### config.mk
export PLATFORM = sky130hd
export DESIGN_NAME = bus_interconnect
export DESIGN_NICKNAME = d
export VERILOG_FILES = /design/src/rtl/soc_pkg.sv /design/src/rtl/bus_interconnect.sv
export SDC_FILE = /design/constraint.sdc
export NUM_CORES = 1
export LEC_CHECK = 0
export CORE_AREA = 4 4 65 67
export DETAILED_ROUTE_END_ITERATION = 12
export DIE_AREA = 0 0 69 71
export DONT_BUFFER_PORTS = 1
export PLACE_DENSITY = 0.45
export SLEW_MARGIN = 10
export SYNTH_ARGS = -nofsm -noshare
export SYNTH_HDL_FRONTEND = slang
export SYNTH_SLANG_ARGS = --single-unit
### constraint.sdc
create_clock -name vclk -period 2.1
set_input_delay 0.105 -clock vclk [all_inputs]
set_output_delay 0.105 -clock vclk [all_outputs]
set_load 0.05 [all_outputs]
### src/rtl/soc_pkg.sv
package soc_pkg;

   // byte address and data word of the memory port
   typedef logic [31:0] addr_t;
   typedef logic [31:0] data_t;

   // all zero means a read
   typedef logic [3:0] strb_t;

   // top two address bits pick the slave
   typedef logic [1:0] region_t;

   localparam region_t REGION_FW   = 2'd0;
   localparam region_t REGION_BOOT = 2'd1;
   localparam region_t REGION_UART = 2'd2;
   localparam region_t REGION_RST  = 2'd3;

   localparam int N_SLAVES = 4;

   typedef struct packed {
      addr_t addr;
      data_t wdata;
      strb_t wstrb;
   } bus_req_t;

   typedef struct packed {
      logic  ready;
      data_t rdata;
   } bus_rsp_t;

endpackage

### src/rtl/bus_interconnect.sv
`timescale 1ns/1ps

module bus_interconnect
   import soc_pkg::*;
(
   input  region_t                region,
   input  logic                   boot,
   input  logic                   m_valid,
   output bus_rsp_t               m_rsp,
   output logic [N_SLAVES-1:0]    s_valid,
   input  bus_rsp_t               s_rsp [N_SLAVES]
);

   region_t             sel;
   logic [N_SLAVES-1:0] s_ready;

   // while booting, the firmware window points at the boot RAM
   always_comb begin
      if (boot && region == REGION_FW) begin
         sel = REGION_BOOT;
      end else begin
         sel = region;
      end
   end

   always_comb begin
      s_valid      = '0;
      s_valid[sel] = m_valid;
   end

   // only the addressed slave answers
   always_comb begin
      m_rsp = s_rsp[sel];
   end

   always_comb begin
      for (int i = 0; i < N_SLAVES; i++) begin
         s_ready[i] = s_rsp[i].ready;
      end
   end

   // a second answering slave would be hidden by the mux
   always_comb begin
      assert final ($onehot0(s_ready))
         else $error("more than one slave ready: %b", s_ready);
   end

endmodule

==> impl_metrics.xml <==
<?xml version="1.0" encoding="UTF-8"?>
<metrics>
  <group name="timing">
    <metric name="fin_crit" unit="ns">1.380</metric>
    <metric name="final_min_period_over_clock_period" unit="">0.6571</metric>
    <metric name="setup_viol_count_final" unit="">0</metric>
    <metric name="hold_viol" unit="">0</metric>
    <metric name="final.hold.worst_slack" unit="ns">0.4144</metric>
    <metric name="slew_headroom" unit="">0.4006</metric>
    <metric name="post-route-worst-setup-slack" unit="ns">0.7202</metric>
    <metric name="slew_viol_final" unit="">0</metric>
    <metric name="setup_total_negative_slack" unit="ns">0</metric>
    <metric name="worst_pin_slew" unit="ns">0.8958</metric>
    <metric name="setup_repair_after_global_routing_missed_its_margin" unit="">false</metric>
    <metric name="max_freq" unit="MHz">724.7</metric>
  </group>
  <group name="routing">
    <metric name="ant_nets" unit="">0</metric>
    <metric name="drt-vias-per-instance" unit="">5.683</metric>
    <metric name="drc" unit="">0</metric>
    <metric name="drt-total-wl" unit="um">3729</metric>
    <metric name="wire_per_inst" unit="um">19.73</metric>
    <metric name="total_vias_in_the_final_route" unit="">1074</metric>
    <metric name="first_pass_iters" unit="">4</metric>
    <metric name="detail_route.iter0.violations" unit="">18</metric>
  </group>
  <group name="die">
    <metric name="total_die_area" unit="um^2">4899</metric>
    <metric name="die_h" unit="um">71</metric>
    <metric name="placement_rows" unit="">22</metric>
    <metric name="fp.dieW" unit="um">69</metric>
    <metric name="core_area" unit="um^2">3633</metric>
    <metric name="start_util" unit="">0.3168</metric>
    <metric name="design.portCount" unit="">173</metric>
  </group>
  <group name="yosys">
    <metric name="mappedNetlistArea" unit="um^2">1151</metric>
    <metric name="synth_sequential_area_ratio" unit="">0</metric>
    <metric name="synthesis.area_per_instance" unit="um^2">9.838</metric>
    <metric name="library_cell_with_the_highest_instance_count_after_synthesis" unit="">sky130_fd_sc_hd__mux2i_1</metric>
    <metric name="postSynthCellCount" unit="">117</metric>
    <metric name="mappedNetlistNets" unit="">253</metric>
    <metric name="synth.cells.most_frequent" unit="">sky130_fd_sc_hd__mux2i_1, sky130_fd_sc_hd__buf_2, sky130_fd_sc_hd__buf_12</metric>
    <metric name="post-synth-top-area-fraction" unit="">0.8609</metric>
    <metric name="ys_warn_count" unit="">0</metric>
    <metric name="synthTopCellsByArea" unit="">sky130_fd_sc_hd__mux2i_1, sky130_fd_sc_hd__buf_12, sky130_fd_sc_hd__buf_2</metric>
    <metric name="netlist.top_cell.by_area" unit="">sky130_fd_sc_hd__mux2i_1</metric>
    <metric name="post_synth_num_cell_types" unit="">11</metric>
  </group>
  <group name="global_route">
    <metric name="wire_length_of_the_first_global_routing_pass" unit="um">5526</metric>
    <metric name="grtUsageTotal" unit="">0.1289</metric>
    <metric name="grt_pass1_vias" unit="">1245</metric>
    <metric name="grt_max_degree" unit="">38</metric>
    <metric name="grt_antenna_before_repair" unit="">0</metric>
    <metric name="grt-ovfl-total" unit="">0</metric>
  </group>
  <group name="pwr">
    <metric name="seqPwrFrac" unit="">0</metric>
    <metric name="swShare" unit="">0.6476</metric>
    <metric name="cellLeakagePower" unit="nW">0.7096</metric>
    <metric name="report.power.total" unit="uW">517.3</metric>
    <metric name="p_comb_frac" unit="">1.000</metric>
    <metric name="p_sw" unit="uW">335.0</metric>
    <metric name="p_clk_frac" unit="">0</metric>
    <metric name="power_per_cell_area" unit="nW/um^2">379.6</metric>
    <metric name="power_report.internal_total" unit="uW">182.3</metric>
    <metric name="vdd_drop_max" unit="mV">0.2000</metric>
  </group>
  <group name="finish">
    <metric name="design_area" unit="um^2">1363</metric>
    <metric name="nClkBuffers" unit="">0</metric>
    <metric name="fin_util" unit="">0.3750</metric>
    <metric name="final_nets" unit="">279</metric>
    <metric name="drive_gt1_frac" unit="">0.2553</metric>
    <metric name="cell_count_final_fillers_out" unit="">189</metric>
    <metric name="antenna_cells_inserted" unit="">0</metric>
    <metric name="design.seq.count" unit="">0</metric>
    <metric name="area.growth.synth_to_final" unit="%">18.37</metric>
    <metric name="sequential_cell_area" unit="um^2">0</metric>
  </group>
  <group name="run">
    <metric name="timing.max_cap.violations" unit="">0</metric>
  </group>
  <group name="outcome">
    <metric name="status" unit="">complete, no violations</metric>
  </group>
  <group name="place">
    <metric name="placed_area" unit="um^2">1363</metric>
    <metric name="io_buffers" unit="">0</metric>
    <metric name="dp.cells" unit="">189</metric>
    <metric name="hpwl" unit="um">3037</metric>
    <metric name="gp_congestion" unit="">0.8271</metric>
    <metric name="post-place-ws" unit="ns">0.7203</metric>
  </group>
  <group name="setup_path">
    <metric name="worst_ep_required_time" unit="ns">2.00</metric>
    <metric name="worstPathMaxFanout" unit="">37</metric>
    <metric name="worst_path_most_repeated_cell" unit="">sky130_fd_sc_hd__mux2i_1</metric>
    <metric name="critPathLaunchType" unit="">primary input</metric>
    <metric name="critical_path.slowest_cell" unit="">sky130_fd_sc_hd__nor2_8</metric>
    <metric name="data_arrival_at_the_endpoint_of_the_critical_path" unit="ns">1.27</metric>
    <metric name="timing.critical_path.to_type" unit="">primary output</metric>
    <metric name="cp_cell_instances" unit="">nor2_8 -&gt; mux2i_1 -&gt; mux2i_1 -&gt; buf_4</metric>
    <metric name="setup.worst_path.class" unit="">primary input to primary output</metric>
    <metric name="worst_path_largest_cell_delay" unit="ns">0.55</metric>
  </group>
  <group name="clock_network">
    <metric name="cts-resized-gates" unit="">0</metric>
    <metric name="post_cts_buffers" unit="">0</metric>
    <metric name="hold_buffers" unit="">0</metric>
  </group>
  <group name="hold_path">
    <metric name="tightest_hold_check_type" unit="">primary input to primary output</metric>
  </group>
</metrics>
-- placed cells by master, fill, tap and decap left out --
cell | Yosys | layout
sky130_fd_sc_hd__and3_1 | 1 | 1
sky130_fd_sc_hd__mux2i_1 | 99 | 99
sky130_fd_sc_hd__nand2b_1 | 1 | 1
sky130_fd_sc_hd__buf_4 | 0 | 35
sky130_fd_sc_hd__nand2_1 | 1 | 1
sky130_fd_sc_hd__nor3_1 | 1 | 1
sky130_fd_sc_hd__nor2_8 | 1 | 1
sky130_fd_sc_hd__nor2_1 | 2 | 2
-- power groups by stage --
stage	registers (mW)	clock network [mW]	logic [mW]
after floorplan	0	0	0.443
after global placement	0	0	0.512
after detailed placement	0	0	0.522
after CTS	0	0	0.523
after global routing	0	0	0.545
final	0	0	0.517
-- path summary, 6_finish.rpt --
path / end / slack (ns) / depth (start not counted) / from
max: m_rsp[28] / 0.72 / 4 / region[0]
min: s_valid[0] / 0.41 / 2 / boot
-- final cells by class --
cell class         count  area [um^2]
well taps             48        60.06
repair buffers        35        262.8
fillers              389         2271
multi-input cells    106         1040
-- logic make-up after synthesis --
| kind of cell | count (synthesis) | share of synthesized area |
|---|---|---|
| muxes | 99 | 0.8609 |
| buffers and inverters | 11 | 0.09673 |
| and+or+nand+nor | 7 | 0.04239 |
-- routing by layer --
| layer | global-route usage | vias up | share of wire |
|---|---|---|---|
| li1 | - | 493 | - |
| met1 | 0.1186 | 475 | 0.32 |
| met2 | 0.2775 | 104 | 0.55 |
| met3 | 0.04119 | 2 | 0.12 |
| met4 | 0.01302 | 0 | 0.0038 |
| met5 | 0 | - | 0 |
-- worst max-delay path: cells and delay by family --
family,cells,cell delay [ns]
multiplexers,2,0.39
AND/OR/NAND/NOR,1,0.55
buffers and inverters,1,0.20
(Power assumes the default switching activity.)
