<file path="src/rtl/soc_pkg.sv">
package soc_pkg;

   // byte address and data word of the memory port
   typedef logic [31:0] addr_t;
   typedef logic [31:0] data_t;

   // all zero means a read
   typedef logic [3:0] strb_t;

   // top two address bits pick the slave
   typedef logic [1:0] region_t;

   localparam region_t REGION_FW   = 2'd0;
   localparam region_t REGION_BOOT = 2'd1;
   localparam region_t REGION_UART = 2'd2;
   localparam region_t REGION_RST  = 2'd3;

   localparam int N_SLAVES = 4;

   typedef struct packed {
      addr_t addr;
      data_t wdata;
      strb_t wstrb;
   } bus_req_t;

   typedef struct packed {
      logic  ready;
      data_t rdata;
   } bus_rsp_t;

endpackage

</file>
<file path="src/rtl/reset_ctrl.sv">
`timescale 1ns/1ps

module reset_ctrl
   import soc_pkg::*;
(
   input  logic     clk,
   input  logic     reset,
   input  logic     valid,
   input  bus_req_t req,
   output bus_rsp_t rsp,
   output logic     boot,
   output logic     core_reset
);

   logic ready;
   logic soft_reset;
   logic access;

   assign access = valid && !ready;

   always_ff @(posedge clk or posedge reset) begin
      if (reset) begin
         ready      <= 1'b0;
         boot       <= 1'b1;
         soft_reset <= 1'b0;
      end else begin
         ready      <= access;
         soft_reset <= 1'b0;
         // bit 0 kicks the core, bit 1 selects boot mode
         if (access && req.wstrb != '0) begin
            soft_reset <= req.wdata[0];
            boot       <= req.wdata[1];
         end
      end
   end

   assign core_reset = reset | soft_reset;

   assign rsp.ready = ready;
   assign rsp.rdata = {30'b0, boot, 1'b0};

endmodule

</file>
<file path="config.mk">
export PLATFORM = sky130hd
export DESIGN_NAME = reset_ctrl
export DESIGN_NICKNAME = d
export VERILOG_FILES = /design/src/rtl/soc_pkg.sv /design/src/rtl/reset_ctrl.sv
export SDC_FILE = /design/constraint.sdc
export NUM_CORES = 1
export LEC_CHECK = 0
export BUFFER_PORTS_ARGS = -buffer_cell sky130_fd_sc_hd__buf_2
export CAP_MARGIN = 20
export CORE_ASPECT_RATIO = 1.4
export CORE_MARGIN = 3
export CORE_UTILIZATION = 19
export DETAILED_ROUTE_END_ITERATION = 12
export GPL_ROUTABILITY_DRIVEN = 0
export PLACE_DENSITY = 0.78
export SYNTH_ARGS = -nofsm -noshare
export SYNTH_HDL_FRONTEND = slang
export SYNTH_SLANG_ARGS = --single-unit
export TNS_END_PERCENT = 20
</file>
<file path="constraint.sdc">
create_clock -name clk -period 1.6 [get_ports clk]
set_clock_uncertainty 0.1 [all_clocks]
set_input_delay 0.4 -clock clk [delete_from_list [all_inputs] [get_ports clk]]
set_output_delay 0.4 -clock clk [all_outputs]
set_load 0.05 [all_outputs]
</file>
==> results of run 1 <==
-- path summary, 6_finish.rpt --
kind | slack (ps) | to | cells after the start
max | 60 | core_reset | 2
min | 300 | boot | 2
max reg2reg | 370 | boot | 3
min reg2reg | 350 | ready | 1
max in group asynchronous | 720 | boot | 3
min in group asynchronous | 470 | ready | 3
-- cell usage in the layout (no fill, tap or decap) --
cell	count
conb_1	31
buf_2	11
clkbuf_4	3
dfrtp_1	2
nor2b_1	1
or2_2	1
o41a_1	1
and2_2	1
inv_1	1
mux2_4	1
dfstp_2	1
clkbuf_1	1
dlygate4sd3_1	1
buf_6	1
-- worst max-delay path, delay by kind of cell, from the launching register on --
family | cells | cell delay [ps]
flops | 1 | 340
simple gates | 1 | 300
buf+inv | 1 | 160
-- cell usage after synthesis --
| cell type | number | share of area |
|---|---|---|
| and2_2 | 1 | 0.020 |
| buf_4 | 33 | 0.66 |
| conb_1 | 1 | 0.0099 |
| dfrtp_1 | 2 | 0.13 |
| dfstp_2 | 1 | 0.070 |
| inv_1 | 1 | 0.0099 |
| mux2_4 | 1 | 0.040 |
| nor2b_1 | 1 | 0.017 |
| o41a_1 | 1 | 0.030 |
| or2_2 | 1 | 0.017 |
-- per-layer routing --
layer	part of all wire	up-vias
met4	0	0
li1	-	97
met2	0.46	40
met5	0	-
met1	0.26	91
met3	0.27	0
-- layout make-up --
class                      instances  area (um^2)
clock buffer                       4         26.3
fill                             208         1450
inverter                           1         3.75
multi-input combinational         36          163
sequential                         3         76.3
tap                               20         25.0
timing repair buffer              13         76.3
-- state kept, by name (all words and copies together) (netlist names) --
signal      cells
boot            1
ready           1
soft_reset      1
-- power groups by stage --
stage	Sequential (mW)	Clock (mW)	Combinational, mW
floorplan	0.106	0	0.268
global placement	0.0920	0	0.236
detailed placement	0.0923	0	0.238
CTS	0.0914	0.144	0.241
global route	0.0926	0.145	0.250
finish	0.0912	0.135	0.243
-- logic make-up after synthesis --
kind of cell	share of synthesized area
other	0.00992
buffers and inverters	0.666
flip-flops	0.202
AND/OR/NAND/NOR	0.0530
multiplexers	0.0397
AO/OA/AOI/OAI	0.0298
-- what timing repair did --
| item | in CTS | in global routing |
|---|---|---|
| endpoints found under the setup margin | 1 | 1 |
| endpoints found under the hold margin | 2 | 0 |
| hold buffers | 1 | 0 |
| gates resized for setup | 1 | 1 |
==> reports/metrics.yaml, run 1 <==
outcome: "finished clean"
avgSynthCellArea_um2: 8.79
yosysSeqAreaShare: 0.202
placed_area_um2: 328
drc: 0
detail_route.wl_per_cell_um: 6.95
cts-root-buf: "clkbuf_4"
dr_total_vias: 228
layout.nets: 129
power.switching_mw: 0.261
setup_viol: 0
coreArea_um2: 1820
syn_area_um2: 378
drv_cap: 0
min_path_type: "input pin to register"
grt_use_met3: 0.0122
switching_share: 0.555
grt_max_degree: 4
die_w_um: 43.7
r2r-start: "ready"
grt_pass1_vias: 159
cp_slowest_cell: "dfrtp_1"
synth_warnings: 0
drt_iter0_drc: 0
hp-start: "req[5]"
vias_per_cell: 2.96
ys_types: 10
cpPeakStageDelay_ps: 340
dr.pass1.iters: 1
area.growth.synth_to_final_pct: -1.99
crit_arrival_ps: 1040
required_ps: 1100
seq_power_share: 0.194
synth_cells: 43
ir_drop_v: 0.000407
layout.cells.non_filler: 77
clock-sinks: 3
setup_tns_ps: 0
wl_um: 535
num_rows: 18
layout_setup_ws_ps: 62.1
clk_latency_ps: 230
met2_usage: 0.0542
finalCritPeriodShare: 0.961
fin_crit_ps: 1540
start_kind: "register"
crit_chain: "or2_2, buf_6"
die_height_um: 58.8
cts_tree: "built"
p_clk_frac: 0.287
drive_above_1_share: 0.333
maxSlewViolCount: 0
total_power_mw: 0.469
htreeDepth: 1
start_util: 0.207
cellPowerDensity_nw_per_um2: 1270
critPathCaptureType: "primary output"
p_int_mw: 0.209
io_buffers: 12
numCtsBuffers: 3
hold_violations: 0
fin_util: 0.203
antenna_cells: 0
placed_cells: 72
met1_usage: 0.0278
p_leak_nw: 0.230
dp_slack_ps: 107
path_class: "register to primary output"
rsz0062_at_grt: "false"
path_clk_slew_ps: 40
post_cts_buffers: 0
cts_buffer_depth: 2
ys_seq_elements: 3
critPathMaxFanout: 1
top_usage_layer: "met4"
max_freq_ghz: 0.650
grt_pass1_wl_um: 593
dieArea_um2: 2570
crit_start: "soft_reset"
grt_usage: 0.0388
p_comb_frac: 0.518
overflow: 0
fin_area_um2: 370
ios: 106
worst_hold_slack_ps: 298
antenna_found_initial: 0
ant_nets: 0
Note: power is estimated with default switching activity, not from simulation.
==> run 2: changes to the inputs <==
--- a/config.mk
+++ b/config.mk
@@ -12,7 +12,9 @@
 export CORE_UTILIZATION = 19
 export DETAILED_ROUTE_END_ITERATION = 12
 export GPL_ROUTABILITY_DRIVEN = 0
+export MAX_ROUTING_LAYER = met4
 export PLACE_DENSITY = 0.78
+export RECOVER_POWER = 100
 export SYNTH_ARGS = -nofsm -noshare
 export SYNTH_HDL_FRONTEND = slang
 export SYNTH_SLANG_ARGS = --single-unit
==> reports/metrics.yaml, run 2 (same netlist as run 1, synthesis figures left out) <==
min_path_type: "input pin to register"
area.growth.synth_to_final_pct: -2.98
detail_route.wl_per_cell_um: 7.01
clk_latency_ps: 230
layout_setup_ws_ps: 51.0
outcome: "finished clean"
fin_area_um2: 367
cts_tree: "built"
drive_above_1_share: 0.316
required_ps: 1100
rsz0062_at_grt: "false"
numCtsBuffers: 3
path_clk_slew_ps: 40
htreeDepth: 1
setup_tns_ps: 0
dieArea_um2: 2570
fin_crit_ps: 1550
regArea_um2: 76.3
clock-sinks: 3
final_common_cell: "conb_1"
critPathCaptureType: "primary output"
cp_slowest_cell: "dfstp_2"
die_w_um: 43.7
placed_area_um2: 328
reg.largest.list: "boot (1), ready (1), soft_reset (1)"
wl_um: 540
overflow: 0
post_cts_buffers: 0
dr_total_vias: 228
r2r-start: "ready"
coreArea_um2: 1820
start_kind: "register"
cpPeakStageDelay_ps: 540
setup_viol: 0
io_buffers: 12
ios: 106
finalCritPeriodShare: 0.968
start_util: 0.207
p_leak_nw: 0.226
final_cell_mix: "conb_1, buf_2, clkbuf_4, clkbuf_2, dfrtp_1"
dr.pass1.iters: 1
placed_cells: 72
drt_iter0_drc: 0
drc: 0
antenna_found_initial: 0
critPathMaxFanout: 3
critPathTopFamily: "flip-flops"
dp_slack_ps: 107
drv_cap: 0
vias_per_cell: 2.96
antenna_cells: 0
grt_max_degree: 4
critical_path_buf_inv_count: 1
path_class: "register to primary output"
cellPowerDensity_nw_per_um2: 1270
num_rows: 18
grt_usage: 0.0399
grt_pass1_wl_um: 593
grt_pass1_vias: 159
crit_arrival_ps: 1050
max_freq_ghz: 0.646
ant_nets: 0
die_height_um: 58.8
hp-start: "req[5]"
layout.cells.non_filler: 77
multi_input_area_um2: 159
total_power_mw: 0.466
layout.nets: 129
ir_drop_v: 0.000406
maxSlewViolCount: 0
cts_buffer_depth: 2
cts-root-buf: "clkbuf_4"
hold_violations: 0
crit_chain: "clkbuf_2"
crit_start: "boot"
fillers: 207
## run 2: timing repair
action	in CTS	in global routing
setup endpoints to repair	1	1
endpoints found under the hold margin	2	0
resized for setup	1	1
hold buffers	1	0
gates cloned	0	0
## run 2: stage by stage
step	util	hold slack [ps]
detailed placement	0.180	176
global route	0.201	299
CTS	0.201	286
finish	0.201	295
global placement	0.180	167
floorplan	-	52.9
## run 2: area by class of cell
type	count	share of cell area
multi-input cells	36	0.433
well taps	20	0.0683
flip-flops and latches	3	0.208
repair buffers	13	0.208
clock buffers	4	0.0717
inverters	1	0.0102
## run 2: metal layers
layer	share of wire	vias to the layer above	routed length, um	track usage
li1	-	96	-	-
met5	0	-	0	-
met3	0.27	0	145	0.00917
met1	0.27	92	148	0.0297
met4	0	0	0	0.0776
met2	0.46	40	246	0.0542
## run 2: worst paths after layout
check,slack (ps),cells past startpoint,end
setup / recovery,50,1,rsp[1]
setup reg to reg,350,3,boot
hold reg to reg,360,1,ready
min in group asynchronous,470,3,ready
max in group asynchronous,720,3,boot
hold / removal,300,2,boot
## run 2: power breakdown
part,total (mW),switching (mW),leakage (nW),internal [mW]
registers,0.0915,0.00490,0.0363,0.0866
logic,0.240,0.215,0.175,0.0249
clock network,0.135,0.0410,0.0150,0.0936
total,0.466,0.261,0.226,0.205
==> run 3: changes to the inputs <==
--- a/config.mk
+++ b/config.mk
@@ -7,7 +7,6 @@
 export LEC_CHECK = 0
 export BUFFER_PORTS_ARGS = -buffer_cell sky130_fd_sc_hd__buf_2
 export CAP_MARGIN = 20
-export CORE_ASPECT_RATIO = 1.4
 export CORE_MARGIN = 3
 export CORE_UTILIZATION = 19
 export DETAILED_ROUTE_END_ITERATION = 12
==> reports/metrics.yaml, run 3 (same netlist as run 1, synthesis figures left out) <==
layout_setup_ws_ps: 44.8
dr.pass1.iters: 1
coreArea_um2: 1800
path_clk_slew_ps: 40
fin_area_um2: 369
io_buffers: 12
final_common_cell: "conb_1"
start_util: 0.210
max_freq_ghz: 0.643
hpwl_um: 396
seq_power_share: 0.198
critPathMaxFanout: 1
maxSlewViolCount: 0
p_int_mw: 0.204
p_comb_frac: 0.516
dr_total_vias: 222
drive_above_1_share: 0.316
area.growth.synth_to_final_pct: -2.32
wl_um: 429
fin_util: 0.205
critPathTopFamily: "flip-flops"
crit_chain: "or2_2, buf_4"
critical_path_buf_inv_count: 1
power.switching_mw: 0.255
min_path_type: "input pin to register"
grt_usage: 0.0360
placed_cells: 77
drc: 0
cp_slowest_cell: "dfrtp_1"
antenna_cells: 0
layout.nets: 129
cts_tree: "built"
num_rows: 15
grt_pass1_vias: 166
path_class: "register to primary output"
placed_area_um2: 334
p_clk_frac: 0.286
p_leak_nw: 0.225
grt_pass1_wl_um: 586
detail_route.wl_per_cell_um: 5.23
regArea_um2: 76.3
ios: 106
vias_per_cell: 2.71
top_usage_layer: "met4"
htreeDepth: 1
reg.largest.list: "boot (1), ready (1), soft_reset (1)"
ir_drop_v: 0.000352
layout.cells.non_filler: 82
outcome: "finished clean"
setup_tns_ps: 0
fillers: 201
cts_buffer_depth: 2
die_w_um: 50.6
dp_slack_ps: 130
setup_viol: 0
crit_arrival_ps: 1060
grt_use_met3: 0.00890
fin_crit_ps: 1560
dieArea_um2: 2560
clock-sinks: 3
finalCritPeriodShare: 0.972
switching_share: 0.556
numCtsBuffers: 3
grt_max_degree: 4
required_ps: 1100
worst_hold_slack_ps: 290
ant_nets: 0
drt_iter0_drc: 0
rsz0062_at_grt: "false"
multi_input_area_um2: 159
total_power_mw: 0.458
start_kind: "register"
cpPeakStageDelay_ps: 350
overflow: 0
met1_usage: 0.0248
critPathCaptureType: "primary output"
cts-root-buf: "clkbuf_4"
cellPowerDensity_nw_per_um2: 1240
hold_violations: 0
met2_usage: 0.0543
drv_cap: 0
antenna_found_initial: 0
die_height_um: 50.6
clk_latency_ps: 230
final_cell_mix: "conb_1, buf_2, clkbuf_4, clkbuf_2, dfrtp_1"
## run 3: per-layer routing
layer / vias up / share of wire / routed length [um]
li1: 96 / - / -
met4: 0 / 0.033 / 14
met2: 36 / 0.43 / 185
met3: 2 / 0.30 / 130
met5: - / 0 / 0
met1: 88 / 0.23 / 98
## run 3: final cells by class
class,count,area share
repair buffers,13,0.197
clock buffers,4,0.0712
well taps,25,0.0847
inverters,1,0.0102
flip-flops and latches,3,0.207
multi-input cells,36,0.431
## run 3: repair_timing
item,4_1_cts,5_1_grt
endpoints found under the hold margin,2,0
resized for setup,0,2
setup buffers,0,0
setup endpoints to repair,0,1
hold buffers,1,0
## run 3: power by group through the flow
stage | Sequential, mW | Combinational (mW) | Clock, mW
after global routing | 0.0915 | 0.245 | 0.146
after floorplan | 0.106 | 0.268 | 0
final | 0.0908 | 0.236 | 0.131
after detailed placement | 0.0915 | 0.236 | 0
after CTS | 0.0908 | 0.238 | 0.139
after global placement | 0.0910 | 0.236 | 0
## run 3: worst paths after layout
kind	from	end	depth (start not counted)	slack (ps)
max	soft_reset	core_reset	2	40
min	req[4]	soft_reset	2	290
max reg2reg	ready	boot	3	400
min reg2reg	ready	ready	1	340
max in group asynchronous	reset	boot	3	710
min in group asynchronous	reset	ready	3	480
