===== config.mk =====
export PLATFORM = sky130hd
export DESIGN_NAME = uart_tx_core
export DESIGN_NICKNAME = d
export VERILOG_FILES = /design/src/rtl/soc_pkg.sv /design/src/rtl/uart_pkg.sv /design/src/rtl/uart_tx_core.sv
export SDC_FILE = /design/constraint.sdc
export NUM_CORES = 1
export LEC_CHECK = 0
export ABC_AREA = 1
export BUFFER_PORTS_ARGS = -buffer_cell sky130_fd_sc_hd__buf_2
export CORE_ASPECT_RATIO = 0.9
export CORE_UTILIZATION = 30
export CTS_CLUSTER_SIZE = 20
export DETAILED_ROUTE_END_ITERATION = 7
export GPL_TIMING_DRIVEN = 0
export PLACE_DENSITY_LB_ADDON = 0.25
export SLEW_MARGIN = 15
export SYNTH_ARGS = -nofsm -noshare
export SYNTH_HDL_FRONTEND = slang
export SYNTH_SLANG_ARGS = --single-unit

===== constraint.sdc =====
create_clock -name clk -period 2.75 [get_ports clk]
set_input_delay 0.825 -clock clk [delete_from_list [all_inputs] [get_ports clk]]
set_output_delay 0.825 -clock clk [all_outputs]
set_load 0.03 [all_outputs]

===== src/rtl/soc_pkg.sv =====
package soc_pkg;

   // byte address and data word of the memory port
   typedef logic [31:0] addr_t;
   typedef logic [31:0] data_t;

   // all zero means a read
   typedef logic [3:0] strb_t;

   // top two address bits pick the slave
   typedef logic [1:0] region_t;

   localparam region_t REGION_FW   = 2'd0;
   localparam region_t REGION_BOOT = 2'd1;
   localparam region_t REGION_UART = 2'd2;
   localparam region_t REGION_RST  = 2'd3;

   localparam int N_SLAVES = 4;

   typedef struct packed {
      addr_t addr;
      data_t wdata;
      strb_t wstrb;
   } bus_req_t;

   typedef struct packed {
      logic  ready;
      data_t rdata;
   } bus_rsp_t;

endpackage


===== src/rtl/uart_pkg.sv =====
package uart_pkg;

   // word offsets, address bits 3:2
   localparam logic [1:0] UART_TXDATA = 2'd0;
   localparam logic [1:0] UART_STATUS = 2'd1;
   localparam logic [1:0] UART_DIV    = 2'd2;

   // clock cycles per serial bit
   typedef logic [15:0] div_t;

   typedef enum logic [1:0] {
      TX_IDLE,
      TX_START,
      TX_DATA,
      TX_STOP
   } tx_state_t;

endpackage


===== src/rtl/uart_tx_core.sv =====
`timescale 1ns/1ps

module uart_tx_core
   import soc_pkg::*, uart_pkg::*;
#(
   parameter int DEFAULT_DIV = 16
) (
   input  logic     clk,
   input  logic     reset,
   input  logic     valid,
   input  bus_req_t req,
   output bus_rsp_t rsp,
   output logic     txd,
   input  logic     cts
);

   tx_state_t   state;
   div_t        div;
   div_t        baud_cnt;
   logic [2:0]  bit_cnt;
   logic [7:0]  shift;
   logic        pending;
   logic        ready;
   data_t       rdata;
   logic [1:0]  offset;
   logic        access;
   logic        wr;
   logic        busy;
   logic        load;
   logic        bit_end;

   assign offset  = req.addr[3:2];
   assign access  = valid && !ready;
   assign wr      = access && (req.wstrb != '0);
   assign busy    = (state != TX_IDLE) || pending;
   // writes while busy get acked and dropped
   assign load    = wr && offset == UART_TXDATA && !busy;
   assign bit_end = (baud_cnt == div_t'(div - 16'd1));

   always_ff @(posedge clk or posedge reset) begin
      if (reset) begin
         ready    <= 1'b0;
         state    <= TX_IDLE;
         div      <= div_t'(DEFAULT_DIV);
         baud_cnt <= '0;
         bit_cnt  <= '0;
         pending  <= 1'b0;
      end else begin
         ready <= access;
         if (wr && offset == UART_DIV) begin
            div <= req.wdata[15:0];
         end
         // byte waits here until the receiver is ready
         if (load && !cts) begin
            pending <= 1'b1;
         end
         if (state != TX_IDLE) begin
            baud_cnt <= bit_end ? '0 : baud_cnt + 16'd1;
         end
         case (state)
            TX_IDLE: begin
               if ((load || pending) && cts) begin
                  state    <= TX_START;
                  baud_cnt <= '0;
                  pending  <= 1'b0;
               end
            end
            TX_START: begin
               if (bit_end) begin
                  state   <= TX_DATA;
                  bit_cnt <= '0;
               end
            end
            TX_DATA: begin
               if (bit_end) begin
                  if (bit_cnt == 3'd7) begin
                     state <= TX_STOP;
                  end else begin
                     bit_cnt <= bit_cnt + 3'd1;
                  end
               end
            end
            TX_STOP: begin
               if (bit_end) begin
                  state <= TX_IDLE;
               end
            end
            default: state <= TX_IDLE;
         endcase
      end
   end

   always_ff @(posedge clk) begin
      if (load) begin
         shift <= req.wdata[7:0];
      end else if (state == TX_DATA && bit_end) begin
         shift <= shift >> 1;
      end
   end

   always_ff @(posedge clk) begin
      if (access) begin
         case (offset)
            UART_STATUS: rdata <= {31'b0, busy};
            UART_DIV:    rdata <= {16'b0, div};
            default:     rdata <= '0;
         endcase
      end
   end

   // lsb first, line idles high
   always_comb begin
      case (state)
         TX_START: txd = 1'b0;
         TX_DATA:  txd = shift[0];
         default:  txd = 1'b1;
      endcase
   end

   assign rsp.ready = ready;
   assign rsp.rdata = rdata;

   assert property (@(posedge clk) disable iff (reset)
      $rose(state == TX_START) |-> $past(state == TX_IDLE))
      else $error("uart frame started while busy");

endmodule


==> results of run 1 <==
-- Yosys cell counts, drive strengths merged --
cell type / count
nand2: 128
inv: 64
nor2: 42
dfrtp: 38
o21ai: 36
nand3: 26
edfxtp: 24
buf: 20
xor2: 17
ha: 11
xnor2: 9
nand4: 8
clkbuf: 7
mux2: 6
nor3: 5
or2: 5
a21oi: 4
nand3b: 4
nor4: 3
a21boi: 1
conb: 1
dfstp: 1
o21a: 1
o21bai: 1
xnor3: 1
xor3: 1
-- flip-flops by register name, summed over array words and instances, names as in the netlist --
name and cells:
ready 1, div 16, bit_cnt 3, pending 1
shift 8, rdata 16, baud_cnt 16, state 2
-- placed cells by master (no fill, tap or decap), types with 8 or more instances in the layout --
cell / count
dfrtp_1: 38
inv_1: 61
nand3_1: 23
o21ai_0: 22
buf_4: 17
nor2_1: 31
nand2_1: 121
conb_1: 16
clkbuf_1: 8
edfxtp_1: 24
xor2_1: 16
xnor2_1: 9
buf_2: 45
clkbuf_16: 9
ha_1: 11
o21ai_2: 10
-- metrics by stage --
stage / std cells / total power [mW] / instance area, um2
after floorplan: 479 / 2.65 / 3980
after global placement: 686 / 2.98 / 4400
after detailed placement: 687 / 3.01 / 4420
after CTS: 703 / 4.18 / 4730
after global routing: 703 / 4.46 / 4730
final: 703 / 4.14 / 4730
-- worst max-delay path, cell delays in order, from the launching register on --
cell and delay (ns):
dfrtp_1 0.41, inv_1 0.13, ha_1 0.30, nand2_1 0.08, nand2_1 0.10, nor2_1 0.06
nor2_1 0.10, nand2_1 0.05, nor2_1 0.14, nand3_1 0.11, nor2_2 0.23, nand3_4 0.16
o21ai_4 0.30
-- routing by layer --
layer | global-route usage (%) | wire, um
met1 | 19.6 | 4350
met2 | 20.4 | 3670
met3 | 3.56 | 409
met4 | 4.31 | 64
met5 | 0 | 0
-- area by class of cell --
type / instances / area [um2]
Clock inverter: 4 / 43.8
Timing Repair Buffer: 44 / 235
Sequential cell: 63 / 1700
Buffer: 27 / 184
Multi-Input combinational cell: 325 / 1870
Tap cell: 164 / 205
Clock buffer: 12 / 256
Inverter: 64 / 240
Fill cell: 1327 / 8000
-- power groups by stage --
stage	clock network [mW]	registers [mW]	logic (mW)
floorplan	0	1.39	1.26
global placement	0	1.44	1.54
detailed placement	0	1.44	1.57
CTS	1.17	1.43	1.58
global route	1.21	1.46	1.80
finish	1.14	1.42	1.58
-- logic make-up (layout without fill, tap and decap cells) --
logic type	Yosys count	in the layout
muxes	6	6
xor gates and xnor gates	28	28
buffers and inverters	91	151
adders and majority gates	11	11
and+or+nand+nor	221	221
AOI/OAI and AO/OA	43	43
DFF	63	63
other	1	16
-- worst max-delay path by stage --
stage / from / end / slack, ns / cells past startpoint
3_3_place_gp: valid / shift[7]$_SDFFCE_PN0P_ / -0.44 / 6
2_1_floorplan: valid / shift[0]$_DFFE_PP_ / 0.17 / 5
6_report: div[0]$_DFFE_PP0P_ / shift[0]$_DFFE_PP_ / 0.24 / 12
5_1_grt: div[0]$_DFFE_PP0P_ / shift[7]$_SDFFCE_PN0P_ / 0.007 / 12
3_5_place_dp: valid / shift[6]$_DFFE_PP_ / -0.54 / 6
4_1_cts: div[0]$_DFFE_PP0P_ / shift[0]$_DFFE_PP_ / 0.13 / 12
==> flow_metrics.py, run 1 <==
metrics = {
    "logic_synthesis": {
        "synth_xor_area_share_pct": 7.19,
        "synth-adder-area-share_pct": 3.51,
        "yosysTopAreaCell": "dfrtp_1",
        "netlist_area_um2": 3920,
        "synth_area_leaders": "dfrtp_1 (24%), edfxtp_1 (18%), nand2_1 (12%)",
        "ys_seq_area_share_pct": 43.3,
        "synthSimpleGateAreaFrac_pct": 26.7,
        "avgSynthCellArea_um2": 8.44,
        "synth_cell_type_count": 41,
        "synth_mux_area_share_pct": 1.72,
        "synth_top_area_share_pct": 24.3,
        "synth_top_family_by_area": "simple AND/OR/NAND/NOR gates",
        "syn_inst": 464,
        "synth-compound-area-share_pct": 6.64,
        "synth.yosys.warnings": 0,
        "synth_seq_cells": 63,
    },
    "power_and_ir_drop": {
        "power.internal_mw": 2.52,
        "worst_ir_drop_vdd_mv": 0.486,
        "comb_power_share_pct": 38.1,
        "switching_share_pct": 39.1,
        "p_sw_mw": 1.62,
        "power_density_nw_per_um2": 874,
        "clkPwrFrac_pct": 27.6,
        "leakagePower_nw": 2.38,
        "seq_power_share_pct": 34.4,
    },
    "timing": {
        "worstMarginPinSlew_ns": 0.593,
        "finalCritPeriodShare_pct": 91.2,
        "drv_slew": 0,
        "tns_ns": 0,
        "setup_violations": 0,
        "fin_skew_ns": 0.00416,
        "timing.hold.ws_ns": 0.384,
        "fmaxAchievable_ghz": 0.399,
        "rsz0062_at_grt": "false",
        "slew_headroom_pct": 60.5,
        "period_minus_slack_ns": 2.51,
        "layout_setup_ws_ns": 0.241,
        "timing.final.hold_violations": 0,
    },
    "cts": {
        "htree_levels": 3,
        "clk_pin_slew_ns": 0.05,
        "postCtsHoldBufs": 0,
        "cts_buffers": 9,
        "cts_tree": "built",
        "cts.repair.resized": 3,
        "clock_path_buffers": 2,
        "clock_latency_ns": 0.33,
        "root_buffer": "clkbuf_16",
        "cts_sinks": 63,
        "post-cts-setup-buffers": 0,
    },
    "worst_hold_path": {
        "min_path_type": "in -> async",
    },
    "floorplanning": {
        "die-area_um2": 13500,
        "start_util_pct": 30.8,
        "fp.dieW_um": 122,
        "io-pin-count": 106,
        "core-area_um2": 12700,
        "chipHeight_um": 110,
        "row_count": 39,
    },
    "finish": {
        "nets": 617,
        "utilization_pct": 37.2,
        "antenna_cells": 0,
        "drive_gt1_share_pct": 23.6,
        "area_growth_pct": 20.8,
    },
    "place": {
        "place_congestion": 0.866,
        "pre_cts_ws_ns": -0.537,
        "numPortBuffers": 43,
        "dp_hpwl_mm": 6.61,
    },
    "worst_setup_path": {
        "start_kind": "flop",
        "regToRegStartpoint": "div[0]$_DFFE_PP0P_",
        "critPathMaxFanout": 8,
        "r2r_slack_ns": 0.24,
        "cp.required_ns": 2.75,
        "critPathArrivalTime_ns": 2.51,
        "r2r_cells": 12,
        "rr_endpoint": "shift[0]$_DFFE_PP_",
        "cp-end-kind": "flop",
        "critPathKind": "reg -> reg",
    },
    "grt": {
        "grt_first_pass_wirelength_mm": 14.4,
        "grt_max_degree": 35,
        "antenna_found_initial": 0,
        "grt_pass1_vias": 2974,
        "track_usage_pct": 13.8,
        "grt_overflow": 0,
    },
    "routing": {
        "drc": 0,
        "via_per_inst": 4.35,
        "wl_per_cell_um": 12.1,
        "vias": 3061,
        "first_iter_violations": 109,
        "detail-route-antenna-nets": 0,
        "firstDrtPassIters": 4,
        "wl_mm": 8.49,
    },
    "flow_run": {
        "max_cap_viol_count": 0,
    },
    "status": {
        "status": "finished, final reports clean",
    },
}
Note: power is estimated with default switching activity, not from simulation.
==> run 2: changes to the inputs <==
Settings changed: ABC_AREA 1 to not set.
==> run 2 against run 1 <==
The flow now finishes with violations (setup timing). Clock-buffer cell count rose by 2. Die area fell by 5.9%. Register-to-register slack got worse by 0.21 ns. Global-route usage rose by 0.41 points. Sequential share of layout area fell by 0.080 points. Sequential power fell by 11%. Area after synthesis fell by 6.0%. Combinational power fell by 36%. Power fell by 21%. Critical path type is now in -> reg. Largest cell class unchanged.
==> flow_metrics.py, run 2 <==
metrics = {
    "grt": {
        "track_usage_pct": 14.2,
        "grt_overflow": 0,
        "grt_first_pass_wirelength_mm": 14.0,
        "grt_pass1_vias": 2764,
        "antenna_found_initial": 0,
        "grt_max_degree": 23,
    },
    "timing": {
        "slew_headroom_pct": 59.6,
        "fmaxAchievable_ghz": 0.358,
        "fin_skew_ns": 0.00553,
        "worstMarginPinSlew_ns": 0.607,
        "setup_violations": 10,
        "timing.hold.ws_ns": 0.507,
        "drv_slew": 0,
        "layout_setup_ws_ns": -0.0422,
        "period_minus_slack_ns": 2.79,
        "tns_ns": -0.272,
        "rsz0062_at_grt": "true",
        "timing.final.hold_violations": 0,
        "finalCritPeriodShare_pct": 102,
    },
    "place": {
        "numPortBuffers": 43,
        "dp_cells": 558,
        "placed_cell_area_um2": 4220,
        "pre_cts_ws_ns": -0.707,
        "place_congestion": 0.784,
        "dp_hpwl_mm": 6.03,
    },
    "logic_synthesis": {
        "synth-compound-area-share_pct": 8.74,
        "ys_seq_area_share_pct": 46.1,
        "syn_inst": 339,
        "synth_area_leaders": "dfrtp_1 (26%), edfxtp_1 (20%), mux2_2 (7.0%)",
        "synth_seq_cells": 63,
        "synth_edf_count": 24,
        "synth_mux_area_share_pct": 7.04,
        "synth_xor_area_share_pct": 8.09,
        "synthSimpleGateAreaFrac_pct": 19.0,
        "avgSynthCellArea_um2": 10.9,
        "yosysMostFrequentCell": "dfrtp_1",
        "netlist_area_um2": 3680,
        "synth_top_area_share_pct": 25.8,
        "synth-adder-area-share_pct": 3.74,
        "synth.yosys.warnings": 0,
        "yosys-top-cells-count": "dfrtp_1 (38), edfxtp_1 (24), mux2_2 (23), xnor2_1 (20), buf_4 (17)",
        "synth_cell_type_count": 58,
        "yosysTopAreaCell": "dfrtp_1",
        "synth_ff_type": "dfrtp_1",
        "synth_top_family_by_area": "simple AND/OR/NAND/NOR gates",
        "synth-async-reset-ratio_pct": 61.9,
    },
    "routing": {
        "first_iter_violations": 141,
        "met2_length_mm": 4.01,
        "firstDrtPassIters": 4,
        "vias": 2792,
        "route.met3.wl_um": 399,
        "wl_met1_mm": 4.10,
        "detail-route-antenna-nets": 0,
        "via_per_inst": 4.74,
        "drc": 0,
        "wl_per_cell_um": 14.6,
        "highest_layer": "met4",
        "wl_mm": 8.61,
    },
    "finish": {
        "nets": 507,
        "utilization_pct": 39.6,
        "drive_gt1_share_pct": 38.5,
        "antenna_cells": 0,
        "fin_area_um2": 4770,
        "instances_no_fill": 589,
        "area_growth_pct": 29.5,
        "final_common_cell": "buf_2",
        "reg_top3": "baud_cnt x16, div x16, rdata x16",
        "final_cell_mix": "buf_2 (44), buf_4 (32), dfrtp_1 (31), edfxtp_1 (24), mux2_2 (23)",
    },
    "power_and_ir_drop": {
        "comb_power_share_pct": 31.1,
        "leakagePower_nw": 2.12,
        "power.internal_mw": 2.20,
        "total_power_mw": 3.25,
        "worst_ir_drop_vdd_mv": 0.326,
        "clkPwrFrac_pct": 30.1,
        "switching_share_pct": 32.3,
        "p_sw_mw": 1.05,
        "power_density_nw_per_um2": 682,
        "seq_power_share_pct": 38.8,
    },
    "worst_setup_path": {
        "cp.required_ns": 3.01,
        "cpPeakStageDelay_ns": 0.65,
        "cp_cell_sequence": "buf_2, or4_1, a41oi_1, o21ai_0, nand2_1, clkbuf_1, and3_4",
        "critPathKind": "in -> reg",
        "cp-end-kind": "flop",
        "critPathMaxFanout": 10,
        "start_kind": "input pin",
        "crit_slowest_cell": "or4_1",
        "critPathArrivalTime_ns": 3.06,
    },
    "cts": {
        "htree_levels": 3,
        "postCtsHoldBufs": 0,
        "cts_tree": "built",
        "clock_latency_ns": 0.33,
        "clk_pin_slew_ns": 0.05,
        "cts_sinks": 63,
        "clock_path_buffers": 2,
        "cts_buffers": 9,
        "root_buffer": "clkbuf_16",
    },
    "floorplanning": {
        "die-area_um2": 12700,
        "chipHeight_um": 107,
        "io-pin-count": 106,
        "start_util_pct": 30.6,
        "core-area_um2": 12000,
        "fp.dieW_um": 119,
        "row_count": 38,
    },
    "status": {
        "status": "finished, violations left",
        "violations": "setup timing",
    },
    "flow_run": {
        "max_cap_viol_count": 0,
    },
    "worst_hold_path": {
        "min_path_type": "in -> async",
    },
}
==> run 2: cell count changes in the layout (fill, tap and decap cells not counted), moves of 7 or more <==
cell	previous run	this run
and2_1	0	16
and3_1	0	10
buf_4	17	32
buf_6	0	7
dfrtp_1	38	31
dfrtp_2	0	7
inv_1	61	10
mux2_2	6	23
nand2_1	121	12
nand3_1	23	6
nor2_1	31	16
o21ai_0	22	3
o21ai_2	10	1
xnor2_1	9	20
==> run 2: what timing repair did <==
action                                  in CTS  in global routing
buffers inserted                            11                  7
hold endpoints to repair                     0                  0
endpoints found under the setup margin      46                 26
resized for setup                           18                 22
cloned                                       0                  1
pin swaps                                   10                  9
==> run 2: cell families after synthesis <==
kind of cell               count (synthesis)
xor gates and xnor gates                  34
buffers and inverters                     48
and+or+nand+nor                          117
muxes                                     23
adders and majority gates                 11
other                                      1
AOI/OAI and AO/OA                         42
DFF                                       63
==> run 2: worst paths after layout <==
kind,from,endpoint,slack (ns),cells after the start
setup / recovery,req[1],baud_cnt[5]$_DFF_PP0_,-0.04,7
hold / removal,reset,bit_cnt[2]$_DFFE_PP0P_,0.51,2
setup reg to reg,div[8]$_DFFE_PP0P_,baud_cnt[5]$_DFF_PP0_,0.03,9
hold reg to reg,bit_cnt[1]$_DFFE_PP0P_,bit_cnt[1]$_DFFE_PP0P_,0.51,1
max in group asynchronous,reset,div[9]$_DFFE_PP0P_,1.75,3
min in group clk,bit_cnt[1]$_DFFE_PP0P_,bit_cnt[1]$_DFFE_PP0P_,0.51,1
==> run 2: critical path: cells and delay by family <==
kind                   cells  cell delay, ns
buffers and inverters      2            0.49
AO/OA/AOI/OAI              2            0.62
AND/OR/NAND/NOR            3            1.11
==> run 2: area by class of cell <==
class	instances	area (um2)
Buffer	31	204
Timing Repair Buffer	63	400
Tap cell	160	200
Clock inverter	2	10.0
Clock buffer	14	244
Fill cell	1203	7260
Inverter	13	48.8
Multi-Input combinational cell	243	1950
Sequential cell	63	1710
==> run 2: metal layers <==
metal,GRT usage [%],up-vias
li1,-,1365
met1,18.7,1349
met2,22.5,63
met3,4.31,15
met4,4.25,0
met5,0,-
==> run 2: power by group through the flow <==
stage	Sequential (mW)	Clock [mW]	Combinational, mW
final	1.26	0.981	1.01
after CTS	1.26	1.01	0.927
after floorplan	1.26	0	0.641
after global placement	1.26	0	0.805
after global routing	1.28	1.05	1.11
after detailed placement	1.27	0	0.836
==> run 3: changes to the inputs <==
Settings changed: BUFFER_PORTS_ARGS -buffer_cell sky130_fd_sc_hd__buf_2 to not set, DONT_BUFFER_PORTS set to 1.
==> run 3 against run 2 <==
The run still ends with setup timing left. Critical path depth up 1. Clock skew up 0.0047 ns. Final cell count shrank 7.6%. Die area did not move. Core utilization down 1.4 points. Combinational power shrank 9%. Sequential share of layout area is 1.2 points higher. Largest cell class unchanged. Highest routed layer unchanged.
==> flow_metrics.py, run 3 (synthesis results as in run 2) <==
metrics = {
    "status": {
        "status": "finished, violations left",
        "violations": "setup timing",
    },
    "worst_setup_path": {
        "start_kind": "flop",
        "critPathMaxFanout": 8,
        "crit_slowest_cell": "or4b_4",
        "critPathLaunch": "div[0]$_DFFE_PP0P_",
        "r2r_cells": 8,
        "cp-end-kind": "flop",
        "cp_cell_sequence": "inv_2, ha_4, or4b_4, nor4_4, a31oi_4, nor4b_4, nand2_2, o21bai_4",
        "critPathArrivalTime_ns": 2.77,
        "cpPeakStageDelay_ns": 0.51,
        "rr_endpoint": "shift[5]$_DFFE_PP_",
        "regToRegStartpoint": "div[0]$_DFFE_PP0P_",
        "critPathKind": "reg -> reg",
        "cp.required_ns": 2.76,
        "endpoint": "shift[5]$_DFFE_PP_",
        "r2r_slack_ns": -0.01,
    },
    "power_and_ir_drop": {
        "power_density_nw_per_um2": 726,
        "worst_ir_drop_vdd_mv": 0.361,
        "total_power_mw": 3.34,
        "leakagePower_nw": 1.95,
    },
    "finish": {
        "regArea_um2": 1700,
        "instances_no_fill": 544,
        "area_growth_pct": 24.9,
        "final_cell_mix": "dfrtp_1 (34), buf_4 (28), edfxtp_1 (24), mux2_2 (23), xnor2_1 (20)",
        "nets": 462,
        "final_common_cell": "dfrtp_1",
        "antenna_cells": 0,
        "multi_input_comb_area_um2": 1970,
        "fin_area_um2": 4600,
        "drive_gt1_share_pct": 32.0,
        "fillers": 1161,
        "reg_top3": "baud_cnt x16, div x16, rdata x16",
        "utilization_pct": 38.2,
    },
    "flow_run": {
        "max_cap_viol_count": 0,
    },
    "floorplanning": {
        "core-area_um2": 12000,
        "chipHeight_um": 107,
        "start_util_pct": 30.6,
        "fp.dieW_um": 119,
        "die-area_um2": 12700,
        "io-pin-count": 106,
        "row_count": 38,
    },
    "timing": {
        "timing.final.hold_violations": 0,
        "drv_slew": 0,
        "slew_headroom_pct": 59.5,
        "fmaxAchievable_ghz": 0.362,
        "tns_ns": -0.110,
        "worstMarginPinSlew_ns": 0.604,
        "rsz0062_at_grt": "true",
        "period_minus_slack_ns": 2.76,
        "setup_violations": 8,
        "finalCritPeriodShare_pct": 101,
        "layout_setup_ws_ns": -0.0150,
        "timing.hold.ws_ns": 0.351,
        "fin_skew_ns": 0.0102,
    },
    "grt": {
        "grt_overflow": 0,
        "grt_first_pass_wirelength_mm": 13.0,
        "track_usage_pct": 13.4,
        "antenna_found_initial": 0,
        "grt_pass1_vias": 2509,
        "grt_max_degree": 27,
    },
    "routing": {
        "firstDrtPassIters": 4,
        "drc": 0,
        "wl_mm": 8.24,
        "via_per_inst": 4.85,
        "wl_per_cell_um": 15.1,
        "detail-route-antenna-nets": 0,
        "vias": 2640,
        "first_iter_violations": 101,
    },
    "place": {
        "placed_cell_area_um2": 4000,
        "dp_hpwl_mm": 5.90,
        "pre_cts_ws_ns": -0.692,
        "numPortBuffers": 0,
        "place_congestion": 0.756,
        "dp_cells": 515,
    },
    "cts": {
        "cts_tree": "built",
        "root_buffer": "clkbuf_16",
        "clock_latency_ns": 0.33,
        "clock_path_buffers": 2,
        "cts_sinks": 63,
        "htree_levels": 3,
        "cts_buffers": 9,
        "clk_pin_slew_ns": 0.05,
    },
    "worst_hold_path": {
        "min_path_type": "in -> async",
    },
}
-- run 3: cell count changes in the layout (fill, tap and decap cells not counted), sizes merged --
| cell | previous run | this run |
|---|---|---|
| buf | 85 | 40 |
| bufinv | 0 | 1 |
| clkbuf | 23 | 21 |
| clkinv | 2 | 3 |
-- run 3: how the worst min path moves through the flow --
stage	end	slack, ns	startpoint
floorplan	bit_cnt[1]$_DFFE_PP0P_	0.47	bit_cnt[1]$_DFFE_PP0P_
global placement	bit_cnt[1]$_DFFE_PP0P_	0.48	bit_cnt[1]$_DFFE_PP0P_
detailed placement	bit_cnt[2]$_DFFE_PP0P_	0.50	bit_cnt[2]$_DFFE_PP0P_
CTS	bit_cnt[2]$_DFFE_PP0P_	0.35	reset
global route	bit_cnt[2]$_DFFE_PP0P_	0.37	reset
finish	bit_cnt[2]$_DFFE_PP0P_	0.35	reset
-- run 3: worst max-delay path, delay by kind of cell (launching register included) --
family,cells,cell delay (ns)
and+or+nand+nor,4,1.37
adders and majority gates,1,0.13
AOI/OAI and AO/OA,2,0.45
DFF,1,0.42
buffers and inverters,1,0.07
-- run 3: final cells by class --
cell class,instances,area share [%]
Multi-Input combinational cell,243,42.9
Sequential cell,63,37.0
Clock buffer,12,5.36
Tap cell,160,4.35
Buffer,30,4.19
Timing Repair Buffer,19,4.13
Inverter,13,1.06
Clock inverter,4,0.979
-- run 3: per-layer routing --
layer	GRT usage, %	share of wire [%]	vias to the layer above
met4	4.07	0.69	0
met5	0	0	-
li1	-	-	1271
met3	4.84	6.0	7
met2	20.5	47	61
met1	17.6	47	1301
-- run 3: power by group --
part	total, mW	leakage (nW)	internal [mW]	switching, mW
clock	1.11	0.146	0.721	0.390
sequential	1.31	0.713	1.11	0.201
combinational	0.915	1.09	0.457	0.458
total	3.34	1.95	2.29	1.05
-- run 3: what timing repair did --
item | 4_1_cts | 5_1_grt
cloned | 1 | 0
gates resized for setup | 20 | 25
setup endpoints to repair | 39 | 28
buffers inserted | 14 | 3
hold buffers | 0 | 0
pin swaps | 7 | 9
